## src/core_cfg.svh

```systemverilog
`ifndef CORE_CFG_SVH
`define CORE_CFG_SVH

// first fetch address after reset
`define CORE_RESET_PC 32'h1c00_0000

// architectural register count, r0 reads as zero
`define CORE_NREGS    32

// datapath width
`define CORE_XLEN     32

`endif

```

## src/pipeline_types.sv

```systemverilog
`include "core_cfg.svh"

package pipeline_types;

    localparam int REG_AW = $clog2(`CORE_NREGS);

    typedef logic [`CORE_XLEN-1:0] bus32_t;

    typedef enum logic [3:0] {
        OP_ADD,
        OP_SUB,
        OP_AND,
        OP_OR,
        OP_XOR,
        OP_SLT,
        OP_ADDI,
        OP_LU12I,
        OP_LDW,
        OP_STW,
        OP_BEQ,
        OP_BNE,
        OP_B,
        OP_ILL
    } opcode_e;

    typedef enum logic [1:0] {
        F_IDLE,  // waiting for the next pc
        F_REQ,   // request on the bus
        F_WAIT,  // waiting for the response
        F_HOLD   // packet held for decode
    } fetch_state_e;

    typedef struct packed {
        bus32_t pc;
        bus32_t inst;
    } fetch_pkt_t;

    typedef struct packed {
        bus32_t            pc;
        bus32_t            inst;
        opcode_e           opcode;
        logic [REG_AW-1:0] rd;
        bus32_t            opa;  // rj value
        bus32_t            opb;  // rk or rd value
        bus32_t            imm;  // already extended / shifted
    } decoded_t;

    typedef struct packed {
        bus32_t            pc;
        bus32_t            inst;
        logic              we;
        logic [REG_AW-1:0] rd;
        bus32_t            wdata;
        bus32_t            next_pc;
        logic              illegal;
    } exe_result_t;

    typedef struct packed {
        bus32_t            pc;
        bus32_t            inst;
        logic              we;
        logic [REG_AW-1:0] rnum;
        bus32_t            wdata;
        logic              illegal;
    } retire_t;

    typedef struct packed {
        bus32_t addr;
    } imem_req_t;

    typedef struct packed {
        logic       we;
        bus32_t     addr;
        bus32_t     wdata;
        logic [3:0] strb;
    } dmem_req_t;

endpackage

```

## src/fetch_unit.sv

```systemverilog
`include "core_cfg.svh"

module fetch_unit
    import pipeline_types::*;
(
    input  logic       clk,
    input  logic       arst_n_i,
    input  logic       next_pc_valid_i,
    input  bus32_t     next_pc_i,
    output logic       imem_req_valid_o,
    input  logic       imem_req_ready_i,
    output imem_req_t  imem_req_o,
    input  logic       imem_rsp_valid_i,
    input  bus32_t     imem_rsp_data_i,
    output logic       fetch_valid_o,
    input  logic       fetch_ready_i,
    output fetch_pkt_t fetch_pkt_o
);

    fetch_state_e state_q;
    fetch_state_e state_d;
    bus32_t       pc_q;
    logic         boot_q;
    fetch_pkt_t   pkt_q;

    always_comb begin
        state_d = state_q;
        unique case (state_q)
            F_IDLE: if (boot_q || next_pc_valid_i) state_d = F_REQ;
            F_REQ:  if (imem_req_ready_i) state_d = F_WAIT;
            F_WAIT: if (imem_rsp_valid_i) state_d = F_HOLD;
            F_HOLD: if (fetch_ready_i) state_d = F_IDLE;
            default: state_d = F_IDLE;
        endcase
    end

    always_ff @(posedge clk or negedge arst_n_i) begin
        if (!arst_n_i) begin
            state_q <= F_IDLE;
            pc_q    <= `CORE_RESET_PC;
            boot_q  <= 1'b1;  // first fetch needs no next pc
        end else begin
            state_q <= state_d;
            if (state_q == F_REQ) boot_q <= 1'b0;
            if (state_q == F_IDLE && next_pc_valid_i) pc_q <= next_pc_i;
        end
    end

    always_ff @(posedge clk) begin
        if (state_q == F_WAIT && imem_rsp_valid_i) begin
            pkt_q.pc   <= pc_q;
            pkt_q.inst <= imem_rsp_data_i;
        end
    end

    assign imem_req_valid_o = (state_q == F_REQ);
    assign imem_req_o.addr  = pc_q;  // pc only moves in idle, so stable under stall
    assign fetch_valid_o    = (state_q == F_HOLD);
    assign fetch_pkt_o      = pkt_q;

endmodule

```

## src/regfile.sv

```systemverilog
`include "core_cfg.svh"

module regfile
    import pipeline_types::*;
(
    input  logic              clk,
    input  logic              arst_n_i,
    input  logic [REG_AW-1:0] ra_i,
    input  logic [REG_AW-1:0] rb_i,
    output bus32_t            rdata_a_o,
    output bus32_t            rdata_b_o,
    input  logic              we_i,
    input  logic [REG_AW-1:0] waddr_i,
    input  bus32_t            wdata_i
);

    bus32_t regs_q [`CORE_NREGS];

    always_ff @(posedge clk or negedge arst_n_i) begin
        if (!arst_n_i) begin
            for (int i = 0; i < `CORE_NREGS; i++) begin
                regs_q[i] <= '0;
            end
        end else if (we_i && waddr_i != '0) begin  // r0 is hardwired
            regs_q[waddr_i] <= wdata_i;
        end
    end

    assign rdata_a_o = (ra_i == '0) ? '0 : regs_q[ra_i];
    assign rdata_b_o = (rb_i == '0) ? '0 : regs_q[rb_i];

endmodule

```

## src/decode_unit.sv

```systemverilog
module decode_unit
    import pipeline_types::*;
(
    input  logic              clk,
    input  logic              arst_n_i,
    input  logic              fetch_valid_i,
    output logic              fetch_ready_o,
    input  fetch_pkt_t        fetch_pkt_i,
    output logic [REG_AW-1:0] rf_ra_o,
    output logic [REG_AW-1:0] rf_rb_o,
    input  bus32_t            rf_rdata_a_i,
    input  bus32_t            rf_rdata_b_i,
    output logic              dec_valid_o,
    input  logic              dec_ready_i,
    output decoded_t          dec_o
);

    bus32_t   inst;
    opcode_e  opcode;
    bus32_t   imm;
    logic     is_3r;
    logic     accept;
    logic     dec_valid_q;
    decoded_t dec_q;

    assign inst = fetch_pkt_i.inst;

    // LA32R major opcode fields
    always_comb begin
        casez (inst[31:15])
            17'h00020:             opcode = OP_ADD;
            17'h00022:             opcode = OP_SUB;
            17'h00024:             opcode = OP_SLT;
            17'h00029:             opcode = OP_AND;
            17'h0002a:             opcode = OP_OR;
            17'h0002b:             opcode = OP_XOR;
            17'b0000001010???????: opcode = OP_ADDI;
            17'b0001010??????????: opcode = OP_LU12I;
            17'b0010100010???????: opcode = OP_LDW;
            17'b0010100110???????: opcode = OP_STW;
            17'b010100???????????: opcode = OP_B;
            17'b010110???????????: opcode = OP_BEQ;
            17'b010111???????????: opcode = OP_BNE;
            default:               opcode = OP_ILL;
        endcase
    end

    always_comb begin
        case (opcode)
            OP_ADDI, OP_LDW, OP_STW: imm = {{20{inst[21]}}, inst[21:10]};  // si12
            OP_LU12I:                imm = {inst[24:5], 12'b0};           // si20 << 12
            OP_BEQ, OP_BNE:          imm = {{14{inst[25]}}, inst[25:10], 2'b00};
            OP_B:                    imm = {{4{inst[9]}}, inst[9:0], inst[25:10], 2'b00};
            default:                 imm = '0;
        endcase
    end

    assign is_3r   = opcode inside {OP_ADD, OP_SUB, OP_AND, OP_OR, OP_XOR, OP_SLT};
    assign rf_ra_o = inst[9:5];                           // rj
    assign rf_rb_o = is_3r ? inst[14:10] : inst[4:0];     // rk, or rd for st / branch

    assign fetch_ready_o = !dec_valid_q || dec_ready_i;
    assign accept        = fetch_valid_i && fetch_ready_o;

    always_ff @(posedge clk or negedge arst_n_i) begin
        if (!arst_n_i) begin
            dec_valid_q <= 1'b0;
        end else if (accept) begin
            dec_valid_q <= 1'b1;
        end else if (dec_ready_i) begin
            dec_valid_q <= 1'b0;
        end
    end

    always_ff @(posedge clk) begin
        if (accept) begin
            dec_q.pc     <= fetch_pkt_i.pc;
            dec_q.inst   <= inst;
            dec_q.opcode <= opcode;
            dec_q.rd     <= inst[4:0];
            dec_q.opa    <= rf_rdata_a_i;
            dec_q.opb    <= rf_rdata_b_i;
            dec_q.imm    <= imm;
        end
    end

    assign dec_valid_o = dec_valid_q;
    assign dec_o       = dec_q;

endmodule

```

## src/execute_unit.sv

```systemverilog
module execute_unit
    import pipeline_types::*;
(
    input  logic        clk,
    input  logic        arst_n_i,
    input  logic        dec_valid_i,
    output logic        dec_ready_o,
    input  decoded_t    dec_i,
    output logic        dmem_req_valid_o,
    input  logic        dmem_req_ready_i,
    output dmem_req_t   dmem_req_o,
    input  logic        dmem_rsp_valid_i,
    input  bus32_t      dmem_rsp_data_i,
    output logic        exe_valid_o,
    output exe_result_t exe_o
);

    logic        accept;
    logic        is_mem;
    logic        taken;
    bus32_t      alu_res;
    exe_result_t res;
    logic        mem_req_q;
    logic        mem_wait_q;
    logic        exe_valid_q;
    exe_result_t exe_q;
    dmem_req_t   dmem_req_q;

    always_comb begin
        case (dec_i.opcode)
            OP_ADD:                  alu_res = dec_i.opa + dec_i.opb;
            OP_SUB:                  alu_res = dec_i.opa - dec_i.opb;
            OP_AND:                  alu_res = dec_i.opa & dec_i.opb;
            OP_OR:                   alu_res = dec_i.opa | dec_i.opb;
            OP_XOR:                  alu_res = dec_i.opa ^ dec_i.opb;
            OP_SLT:                  alu_res = {31'b0, $signed(dec_i.opa) < $signed(dec_i.opb)};
            OP_ADDI, OP_LDW, OP_STW: alu_res = dec_i.opa + dec_i.imm;  // also the mem address
            OP_LU12I:                alu_res = dec_i.imm;
            default:                 alu_res = '0;
        endcase
    end

    assign taken = (dec_i.opcode == OP_B)
                || (dec_i.opcode == OP_BEQ && dec_i.opa == dec_i.opb)
                || (dec_i.opcode == OP_BNE && dec_i.opa != dec_i.opb);

    assign is_mem = dec_i.opcode inside {OP_LDW, OP_STW};

    always_comb begin
        res.pc      = dec_i.pc;
        res.inst    = dec_i.inst;
        res.we      = dec_i.opcode inside {OP_ADD, OP_SUB, OP_AND, OP_OR, OP_XOR, OP_SLT,
                                           OP_ADDI, OP_LU12I, OP_LDW};
        res.rd      = dec_i.rd;
        res.wdata   = alu_res;
        res.next_pc = taken ? dec_i.pc + dec_i.imm : dec_i.pc + 32'd4;
        res.illegal = (dec_i.opcode == OP_ILL);
    end

    assign dec_ready_o = !(mem_req_q || mem_wait_q);
    assign accept      = dec_valid_i && dec_ready_o;

    always_ff @(posedge clk or negedge arst_n_i) begin
        if (!arst_n_i) begin
            mem_req_q   <= 1'b0;
            mem_wait_q  <= 1'b0;
            exe_valid_q <= 1'b0;
        end else begin
            exe_valid_q <= 1'b0;  // single cycle pulse
            if (accept) begin
                if (is_mem) mem_req_q <= 1'b1;
                else exe_valid_q <= 1'b1;
            end
            if (mem_req_q && dmem_req_ready_i) begin
                mem_req_q  <= 1'b0;
                mem_wait_q <= 1'b1;
            end
            if (mem_wait_q && dmem_rsp_valid_i) begin
                mem_wait_q  <= 1'b0;
                exe_valid_q <= 1'b1;
            end
        end
    end

    always_ff @(posedge clk) begin
        if (accept) begin
            exe_q            <= res;
            dmem_req_q.we    <= (dec_i.opcode == OP_STW);
            dmem_req_q.addr  <= alu_res;
            dmem_req_q.wdata <= dec_i.opb;
            dmem_req_q.strb  <= (dec_i.opcode == OP_STW) ? 4'b1111 : 4'b0000;  // word stores only
        end else if (mem_wait_q && dmem_rsp_valid_i && !dmem_req_q.we) begin
            exe_q.wdata <= dmem_rsp_data_i;  // load data
        end
    end

    assign dmem_req_valid_o = mem_req_q;
    assign dmem_req_o       = dmem_req_q;
    assign exe_valid_o      = exe_valid_q;
    assign exe_o            = exe_q;

endmodule

```

## src/result_unit.sv

```systemverilog
module result_unit
    import pipeline_types::*;
(
    input  logic              clk,
    input  logic              arst_n_i,
    input  logic              exe_valid_i,
    input  exe_result_t       exe_i,
    output logic              rf_we_o,
    output logic [REG_AW-1:0] rf_waddr_o,
    output bus32_t            rf_wdata_o,
    output logic              next_pc_valid_o,
    output bus32_t            next_pc_o,
    output logic              retire_valid_o,
    output retire_t           retire_o
);

    logic    valid_q;
    retire_t retire_q;
    bus32_t  next_pc_q;

    always_ff @(posedge clk or negedge arst_n_i) begin
        if (!arst_n_i) begin
            valid_q <= 1'b0;
        end else begin
            valid_q <= exe_valid_i;
        end
    end

    always_ff @(posedge clk) begin
        if (exe_valid_i) begin
            retire_q.pc      <= exe_i.pc;
            retire_q.inst    <= exe_i.inst;
            retire_q.we      <= exe_i.we && (exe_i.rd != '0);  // r0 writes have no effect
            retire_q.rnum    <= exe_i.rd;
            retire_q.wdata   <= exe_i.wdata;
            retire_q.illegal <= exe_i.illegal;
            next_pc_q        <= exe_i.next_pc;
        end
    end

    assign rf_we_o    = valid_q && retire_q.we;
    assign rf_waddr_o = retire_q.rnum;
    assign rf_wdata_o = retire_q.wdata;

    assign next_pc_valid_o = valid_q;
    assign next_pc_o       = next_pc_q;
    assign retire_valid_o  = valid_q;
    assign retire_o        = retire_q;

endmodule

```

## src/cpu.sv

```systemverilog
module cpu
    import pipeline_types::*;
(
    input  logic      clk,
    input  logic      arst_n_i,

    output logic      imem_req_valid_o,
    input  logic      imem_req_ready_i,
    output imem_req_t imem_req_o,
    input  logic      imem_rsp_valid_i,
    input  bus32_t    imem_rsp_data_i,

    output logic      dmem_req_valid_o,
    input  logic      dmem_req_ready_i,
    output dmem_req_t dmem_req_o,
    input  logic      dmem_rsp_valid_i,
    input  bus32_t    dmem_rsp_data_i,

    output logic      retire_valid_o,
    output retire_t   retire_o
);

    logic              fetch_valid;
    logic              fetch_ready;
    fetch_pkt_t        fetch_pkt;
    logic              dec_valid;
    logic              dec_ready;
    decoded_t          dec;
    logic              exe_valid;
    exe_result_t       exe;
    logic              next_pc_valid;
    bus32_t            next_pc;
    logic [REG_AW-1:0] rf_ra;
    logic [REG_AW-1:0] rf_rb;
    bus32_t            rf_rdata_a;
    bus32_t            rf_rdata_b;
    logic              rf_we;
    logic [REG_AW-1:0] rf_waddr;
    bus32_t            rf_wdata;

    fetch_unit u_fetch_unit (
        .clk,
        .arst_n_i,
        .next_pc_valid_i  (next_pc_valid),
        .next_pc_i        (next_pc),
        .imem_req_valid_o,
        .imem_req_ready_i,
        .imem_req_o,
        .imem_rsp_valid_i,
        .imem_rsp_data_i,
        .fetch_valid_o    (fetch_valid),
        .fetch_ready_i    (fetch_ready),
        .fetch_pkt_o      (fetch_pkt)
    );

    decode_unit u_decode_unit (
        .clk,
        .arst_n_i,
        .fetch_valid_i (fetch_valid),
        .fetch_ready_o (fetch_ready),
        .fetch_pkt_i   (fetch_pkt),
        .rf_ra_o       (rf_ra),
        .rf_rb_o       (rf_rb),
        .rf_rdata_a_i  (rf_rdata_a),
        .rf_rdata_b_i  (rf_rdata_b),
        .dec_valid_o   (dec_valid),
        .dec_ready_i   (dec_ready),
        .dec_o         (dec)
    );

    regfile u_regfile (
        .clk,
        .arst_n_i,
        .ra_i      (rf_ra),
        .rb_i      (rf_rb),
        .rdata_a_o (rf_rdata_a),
        .rdata_b_o (rf_rdata_b),
        .we_i      (rf_we),
        .waddr_i   (rf_waddr),
        .wdata_i   (rf_wdata)
    );

    execute_unit u_execute_unit (
        .clk,
        .arst_n_i,
        .dec_valid_i      (dec_valid),
        .dec_ready_o      (dec_ready),
        .dec_i            (dec),
        .dmem_req_valid_o,
        .dmem_req_ready_i,
        .dmem_req_o,
        .dmem_rsp_valid_i,
        .dmem_rsp_data_i,
        .exe_valid_o      (exe_valid),
        .exe_o            (exe)
    );

    result_unit u_result_unit (
        .clk,
        .arst_n_i,
        .exe_valid_i     (exe_valid),
        .exe_i           (exe),
        .rf_we_o         (rf_we),
        .rf_waddr_o      (rf_waddr),
        .rf_wdata_o      (rf_wdata),
        .next_pc_valid_o (next_pc_valid),
        .next_pc_o       (next_pc),
        .retire_valid_o,
        .retire_o
    );

endmodule

```

## config.mk

```make
export PLATFORM = sky130hd
export DESIGN_NAME = cpu
export DESIGN_NICKNAME = d
export VERILOG_FILES = /design/src/pipeline_types.sv /design/src/fetch_unit.sv /design/src/regfile.sv /design/src/decode_unit.sv /design/src/execute_unit.sv /design/src/result_unit.sv /design/src/cpu.sv
export VERILOG_INCLUDE_DIRS = /design/src /design/src/src
export SDC_FILE = /design/constraint.sdc
export NUM_CORES = 2
export LEC_CHECK = 0
export BUFFER_PORTS_ARGS = -buffer_cell sky130_fd_sc_hd__buf_2
export CORE_MARGIN = 8
export CORE_UTILIZATION = 56
export DETAILED_ROUTE_END_ITERATION = 7
export HOLD_SLACK_MARGIN = 0.03
export PLACE_DENSITY = 0.83
export SYNTH_ARGS = -nofsm -noshare
export SYNTH_HDL_FRONTEND = slang
export SYNTH_SLANG_ARGS = --single-unit
```

## constraint.sdc

```tcl
create_clock -name clk -period 6.6 [get_ports clk]
set_input_delay 0.99 -clock clk [delete_from_list [all_inputs] [get_ports clk]]
set_output_delay 0.99 -clock clk [all_outputs]
set_load 0.005 [all_outputs]
```

# == Word-level counts from Yosys, hierarchy flattened ==
# Index checks and enable logic that the tools add are counted.
# classes
n_bitwise,6
n_mux,32
eq_ne,48
n_addsub,5
order_cmp,5
n_reduce_logical,40
# op_table
cell,count
$bwmux W1024,1
$bmux W32 S5,2
$mux W32,8
$pmux W32 S8,1
$demux W32 S5,1
$pmux W32 S4,1
$eq A17 B6 Y1 const B,6
$add A32 B32 Y32,3
$pmux W4 S13,1
$eq A4 B4 Y1 const B,11
$add A32 B3 Y32 const B,1
$and A32 B32 Y32,1
$eq A32 B32 Y1,1
$eq A4 B3 Y1 const B,8
$lt A32 B32 Y1,1
$ne A32 B32 Y1,1
$or A32 B32 Y32,1
$sub A32 B32 Y32,1
$xor A32 B32 Y32,1
$eq A10 B8 Y1 const B,2
$eq A6 B5 Y1 const B,3
$ge A6 B6 Y1 const B,3
$not A5 Y6,3
$eq A4 B2 Y1 const B,4
other kinds (27),70
# totals
inputBits,70
wordCells,203
reg_bits,1636
output_inout_bits,207

# == Logic depth before layout (Yosys ltp) ==
# logic_depth
ltp_word,9
depth_mapped,16
mapped_depth_nobuf,14

# == Modules after synthesis ==
# From an unflattened synthesis, not the netlist that was laid out.
# hier_totals
hier_cells,5794
area_unflattened_um2,83203.5
# by_module_without_submodules
module,n_inst,seq_area_each_um2,cells_each,area_per_inst_um2
regfile,1,25624.6,3620,54314.6
execute_unit,1,6080.8,1564,15336.0
decode_unit,1,4949.7,281,5819.3
result_unit,1,4078.9,177,4385.5
fetch_unit,1,2802.7,152,3348.2

# == Worst setup path before layout ==
# OpenSTA, ideal clock, no wires.
# synth_timing
path_type,register to register
from,reg u_execute_unit.mem_wait_q
to,"reg u_execute_unit.exe_q (netlist bit u_execute_unit.exe_o[45]), data pin"
stages_incl_launch_ff,8
t_arrival_ns,6.038
setup_slack_ns,0.064
n_path_buf,3
setup_ns,0.498
period_less_slack_ns,6.536
path_cell_list,dfrtp_1 -> nor2_1 -> nand2_1 -> inv_1 -> clkbuf_1 -> clkbuf_1 -> buf_1 -> a31oi_1
# synth_via
elab_chain_cells,4
# synth_lines
element,line_no,text
"start, declared",execute_unit.sv:24,logic mem_wait_q;
"start signal, assigned",execute_unit.sv:66,mem_wait_q <= 1'b0;
"start signal, assigned",execute_unit.sv:76,mem_wait_q <= 1'b1;
"start signal, assigned",execute_unit.sv:79,mem_wait_q <= 1'b0;
$logic_or A1 B1 Y1,execute_unit.sv:60,assign dec_ready_o = !(mem_req_q || mem_wait_q);
$logic_not A1 Y1,execute_unit.sv:60,
$logic_and A1 B1 Y1,execute_unit.sv:61,assign accept = dec_valid_i && dec_ready_o;
via u_execute_unit.accept,execute_unit.sv:18,logic accept;
$mux W32,execute_unit.sv:86,if (accept) begin
"end signal, assigned",execute_unit.sv:87,exe_q <= res;
"end, declared",execute_unit.sv:26,exe_result_t exe_q;
# The timed path passes the listed nets, and every way through them passes these cells.
# A chain may end at the register's enable or synchronous reset.

# == Worst setup path in the final report ==
# layout_timing
from,reg u_decode_unit.dec_q (netlist bit u_decode_unit.dec_o[104])
to,"reg u_execute_unit.exe_q (netlist bit u_execute_unit.exe_o[64]), data pin"
# layout_via
elab_chain_cells,4
word_cells_on_any_way,13
classes_between,eq/ne (9); mux (2); reduce/logical (2)
# layout_lines
element,line_no,text
"start, declared",decode_unit.sv:24,decoded_t dec_q;
$eq A4 B3 Y1 / $eq A4 B4 Y1 (equally long branches),execute_unit.sv:30,case (dec_i.opcode)
$reduce_or A3 Y1,execute_unit.sv:30,
$pmux W32 S8 (*),execute_unit.sv:30,
via u_execute_unit.alu_res[31],execute_unit.sv:21,bus32_t alu_res;
$mux W32 (*),execute_unit.sv:86,
# Mark *: on every way through the listed nets, which the timed path passes. The rest lies on a longest branch.

==> summary.md <==
| Metric | Value |
|---|---|
| Pins over their slew limit | 0 |
| Sum of negative setup slack | 0 ns |
| Maximum level of the CTS H-tree | 4 |
| Number of optimization iterations in the first detailed-route pass | 8 |
| CTS tree | built |
| Main area contributors after synthesis | dfrtp_1, edfxtp_1, mux2_2, mux4_2, ha_1 |
| Share of final-layout standard cells stronger than drive strength 1 | 34.4% |
| Tightest hold margin | 0.239 ns |
| Clock network fraction of total power | 22.5% |
| Largest area contributor in the synthesized netlist | dfrtp_1 |
| Max cap viols | 0 |
| Internal power summed over all cells | 27.1 mW |
| Class of the most critical setup path | reg2reg |
| Wire length of the first global-routing pass | 388 mm |
| Layout area overhead | 10.7% |
| CP Data Arrival Time | 6.11 ns |
| I/O pin count | 277 |
| Largest stage delay on the critical path | 0.81 ns |
| Inserted Clock Buffers | 157 |
| Unrepaired setup endpoints after global routing | false |
| Placed cell areas | 85500 um^2 |
| Placeable core region | 146000 um^2 |
| Async set-or-reset flop fraction in the synthesized netlist | 65.8% |
| Average instance area after synthesis | 13.2 um^2 |
| Synthesized cell area | 82100 um^2 |
| Die width | 399 um |
| Clock Tree Root | clkbuf_16 |
| Crit-path max FO | 20 |
| Number of global-route vias before repair | 58900 |
| Top cell type's share of synthesized area | 32.3% |
| Vias post-DR | 58500 |
| Worst Path Buf+Inv | 1 |
| Number of synthesized register bits | 1617 |
| Clk slew on worst S/H paths | 0.07 ns |
| Areal power density over the cells | 463 nW/um^2 |
| Number of hold-repair buffers added at the cts stage | 0 |
| Cells traversed along the worst timing path | nor4bb_1 > a21oi_4 > buf_4 > mux2_2 > ha_1 > a211oi_1 > nor2_1 > o41ai_1 > o21ai_0 > o41ai_2 > nand2_1 > mux2i_1 > or4_4 > mux2_4 |
| Slew Limit Headroom | 7.60% |
| Flop pwr share | 44.5% |
| Die height | 399 um |
| Number of hold violations in the final report | 0 |
| HPWL after detailed placement | 158 mm |
| Transition time of the tightest slew-check pin | 1.38 ns |
| Category of the worst setup path launch point | register |
| Initial core utilization | 56.4% |
| Period utilisation layout | 84.2% |
| Post-DR vias/cell | 7.05 |
| Clk_lat worst skew | 0.83 ns |
| Crit path time final | 5.56 ns |
| Hold Path Class | in2async |
| Leakage Power | 39.2 nW |
| Number of enable flip-flop cells after synthesis | 553 |
| Worst Path Required | 7.16 ns |
| Yosys warnings | 0 |
| CTS resizes | 0 |
| Initial antenna violation count | 11 |
| Share of the yosys chip area belonging to registers | 52.7% |
| Total track usage | 32.7% |
| Switching Power | 15.1 mW |
| Count of unresolved DRC violations after routing | 0 |
| Detailed Route WL | 264 mm |
| Number of sinks on the clock net | 1617 |
| Syn_nets | 6444 |
| Slowest library cell on the worst path | nor4bb_1 |
| Layout net count | 6488 |
| Share of power burned in combinational logic | 33.0% |
| Leading cell type in the layout, fill and taps excluded | mux2_2 |
| Wire length per cell after detailed routing | 31.8 um |
| Gate Count Post-Synth | 6201 |
| Fill cells | 10100 |
| Maximum root-to-sink buffer count | 3 |
| Largest clock skew in the final design | 0.0335 ns |
| Top Family by Delay on Critical Path | compound AO/OA/AOI/OAI gates |
| Buffers inserted by post-CTS timing repair | 0 |
| Number of violations reported at the end of detailed-routing iteration 0 | 7978 |
| Residual antenna-violating net count after detailed routing | 0 |
| Number of port buffers | 276 |
| Commonest register cell after synthesis | dfrtp_1 |
| Leading cell types in the layout, fill and taps excluded | mux2_2, dfrtp_1, edfxtp_1, nand2_1, mux4_2 |
| Outcome | complete, no violations |
| Final setup vio count | 0 |
| RD Place Congestion | 0.954 |
| Yosys cell types | 93 |
| Critical path capture point type | register |
| Max Clock Freq | 0.180 GHz |
| Number of rows in the core area | 140 |
| Switching Fraction | 35.8% |
| Maximum vdd drop | 0.291 mV |
| Post-route cell area | 90900 um^2 |
| Largest net degree at the start of global routing | 197 |
| Die area | 159000 um^2 |
| GRT Residual Overflow | 0 |
[worst reg2reg max path: cells and delay by family (launching register included)]
kind / cells / cell delay [ns]
muxes: 3 / 0.74
AOI/OAI and AO/OA: 5 / 1.73
buffers and inverters: 1 / 0.33
and+or+nand+nor: 4 / 1.61
adders and majority gates: 1 / 0.28
DFF: 1 / 0.59
[cells by family after synthesis]
logic type | synth area share [%]
AND/OR/NAND/NOR | 6.66
XOR/XNOR | 0.928
AO/OA/AOI/OAI | 7.13
buffers and inverters | 3.03
adder cells (fa/ha/maj) | 2.66
flip-flops | 52.7
multiplexers | 26.9
[layout make-up]
class	instances	area, um^2	area share (%)
multi-input combinational	3950	36800	40.5
antenna	4	10.0	0.0110
clock inverter	63	768	0.845
clock buffer	226	4630	5.09
sequential	1617	43200	47.6
timing repair buffer	408	2610	2.87
tap	1917	2400	2.64
inverter	111	424	0.467
[cell usage after synthesis, drive strengths merged (13+ instances only)]
| master | count |
|---|---|
| mux2 | 1117 |
| dfrtp | 1060 |
| edfxtp | 553 |
| nand2 | 539 |
| clkbuf | 389 |
| mux4 | 333 |
| nand3 | 211 |
| a21oi | 208 |
| mux2i | 202 |
| nor2 | 178 |
| ha | 170 |
| buf | 134 |
| o21ai | 115 |
| inv | 111 |
| a22oi | 67 |
| o221ai | 64 |
| nor3 | 54 |
| a211oi | 52 |
| xnor2 | 51 |
| a221oi | 50 |
| a31oi | 42 |
| nand2b | 42 |
| o22ai | 37 |
| xor2 | 36 |
| o211ai | 34 |
| a221o | 32 |
| nand4 | 28 |
| and3 | 27 |
| nor2b | 27 |
| a21o | 22 |
| a22o | 17 |
| nor4 | 16 |
| and2 | 15 |
| a2111oi | 13 |
[flip-flops by register name, indices dropped and copies added (netlist names)]
register / cells
u_result_unit.next_pc_valid_o: 1
u_execute_unit.exe_o: 130
u_result_unit.retire_o: 62
u_result_unit.rf_waddr_o: 4
u_decode_unit.dec_o: 164
u_execute_unit.exe_valid_o: 1
u_fetch_unit.boot_q: 1
u_execute_unit.dmem_req_valid_o: 1
u_result_unit.rf_wdata_o: 32
u_fetch_unit.imem_req_o: 32
u_regfile.regs_q: 1024
u_execute_unit.dmem_req_o: 65
u_decode_unit.dec_valid_o: 1
u_result_unit.next_pc_o: 32
u_fetch_unit.fetch_pkt_o: 64
u_fetch_unit.state_q: 2
u_execute_unit.mem_wait_q: 1
[power groups by stage]
stage	Sequential (mW)	Combinational [mW]	Clock (mW)
2_1_floorplan	17.3	10.1	0
3_3_place_gp	18.3	13.1	0
3_5_place_dp	18.6	13.6	0
4_1_cts	18.5	13.7	9.50
5_1_grt	19.2	14.9	9.88
6_report	18.8	13.9	9.46
[stage by stage]
stage | power (mW) | worst slack [ns] | instances | util [%]
2_1_floorplan | 27.3 | 0.0638 | 6201 | -
3_3_place_gp | 31.4 | 1.21 | 8003 | 58.7
3_5_place_dp | 32.2 | 1.15 | 8003 | 58.7
4_1_cts | 41.7 | 1.07 | 8292 | 62.4
5_1_grt | 43.9 | 0.841 | 8293 | 62.4
6_report | 42.1 | 1.04 | 8296 | 62.4
[path summary, 6_finish.rpt]
check | cells after the start | startpoint | slack [ns] | end
hold / removal | 1 | arst_n_i | 0.24 | u_regfile.regs_q[889]
setup reg to reg | 14 | u_decode_unit.dec_o[104] | 1.04 | u_execute_unit.exe_o[64]
max in group asynchronous | 2 | arst_n_i | 4.54 | u_regfile.regs_q[705]
hold reg to reg | 0 | u_regfile.regs_q[1014] | 0.38 | u_regfile.regs_q[1014]
setup / recovery | 14 | u_decode_unit.dec_o[104] | 1.04 | u_execute_unit.exe_o[64]
min in group clk | 1 | imem_rsp_data_i[7] | 0.33 | u_fetch_unit.fetch_pkt_o[7]
[per-layer routing]
metal,track usage [%],share of wire [%],vias to the layer above
li1,-,-,23400
met1,40.8,35,29500
met2,48.5,44,4357
met3,9.91,13,1163
met4,23.3,8.5,14
met5,0,0.031,-
No activity file was read; power rests on OpenSTA's default activity.
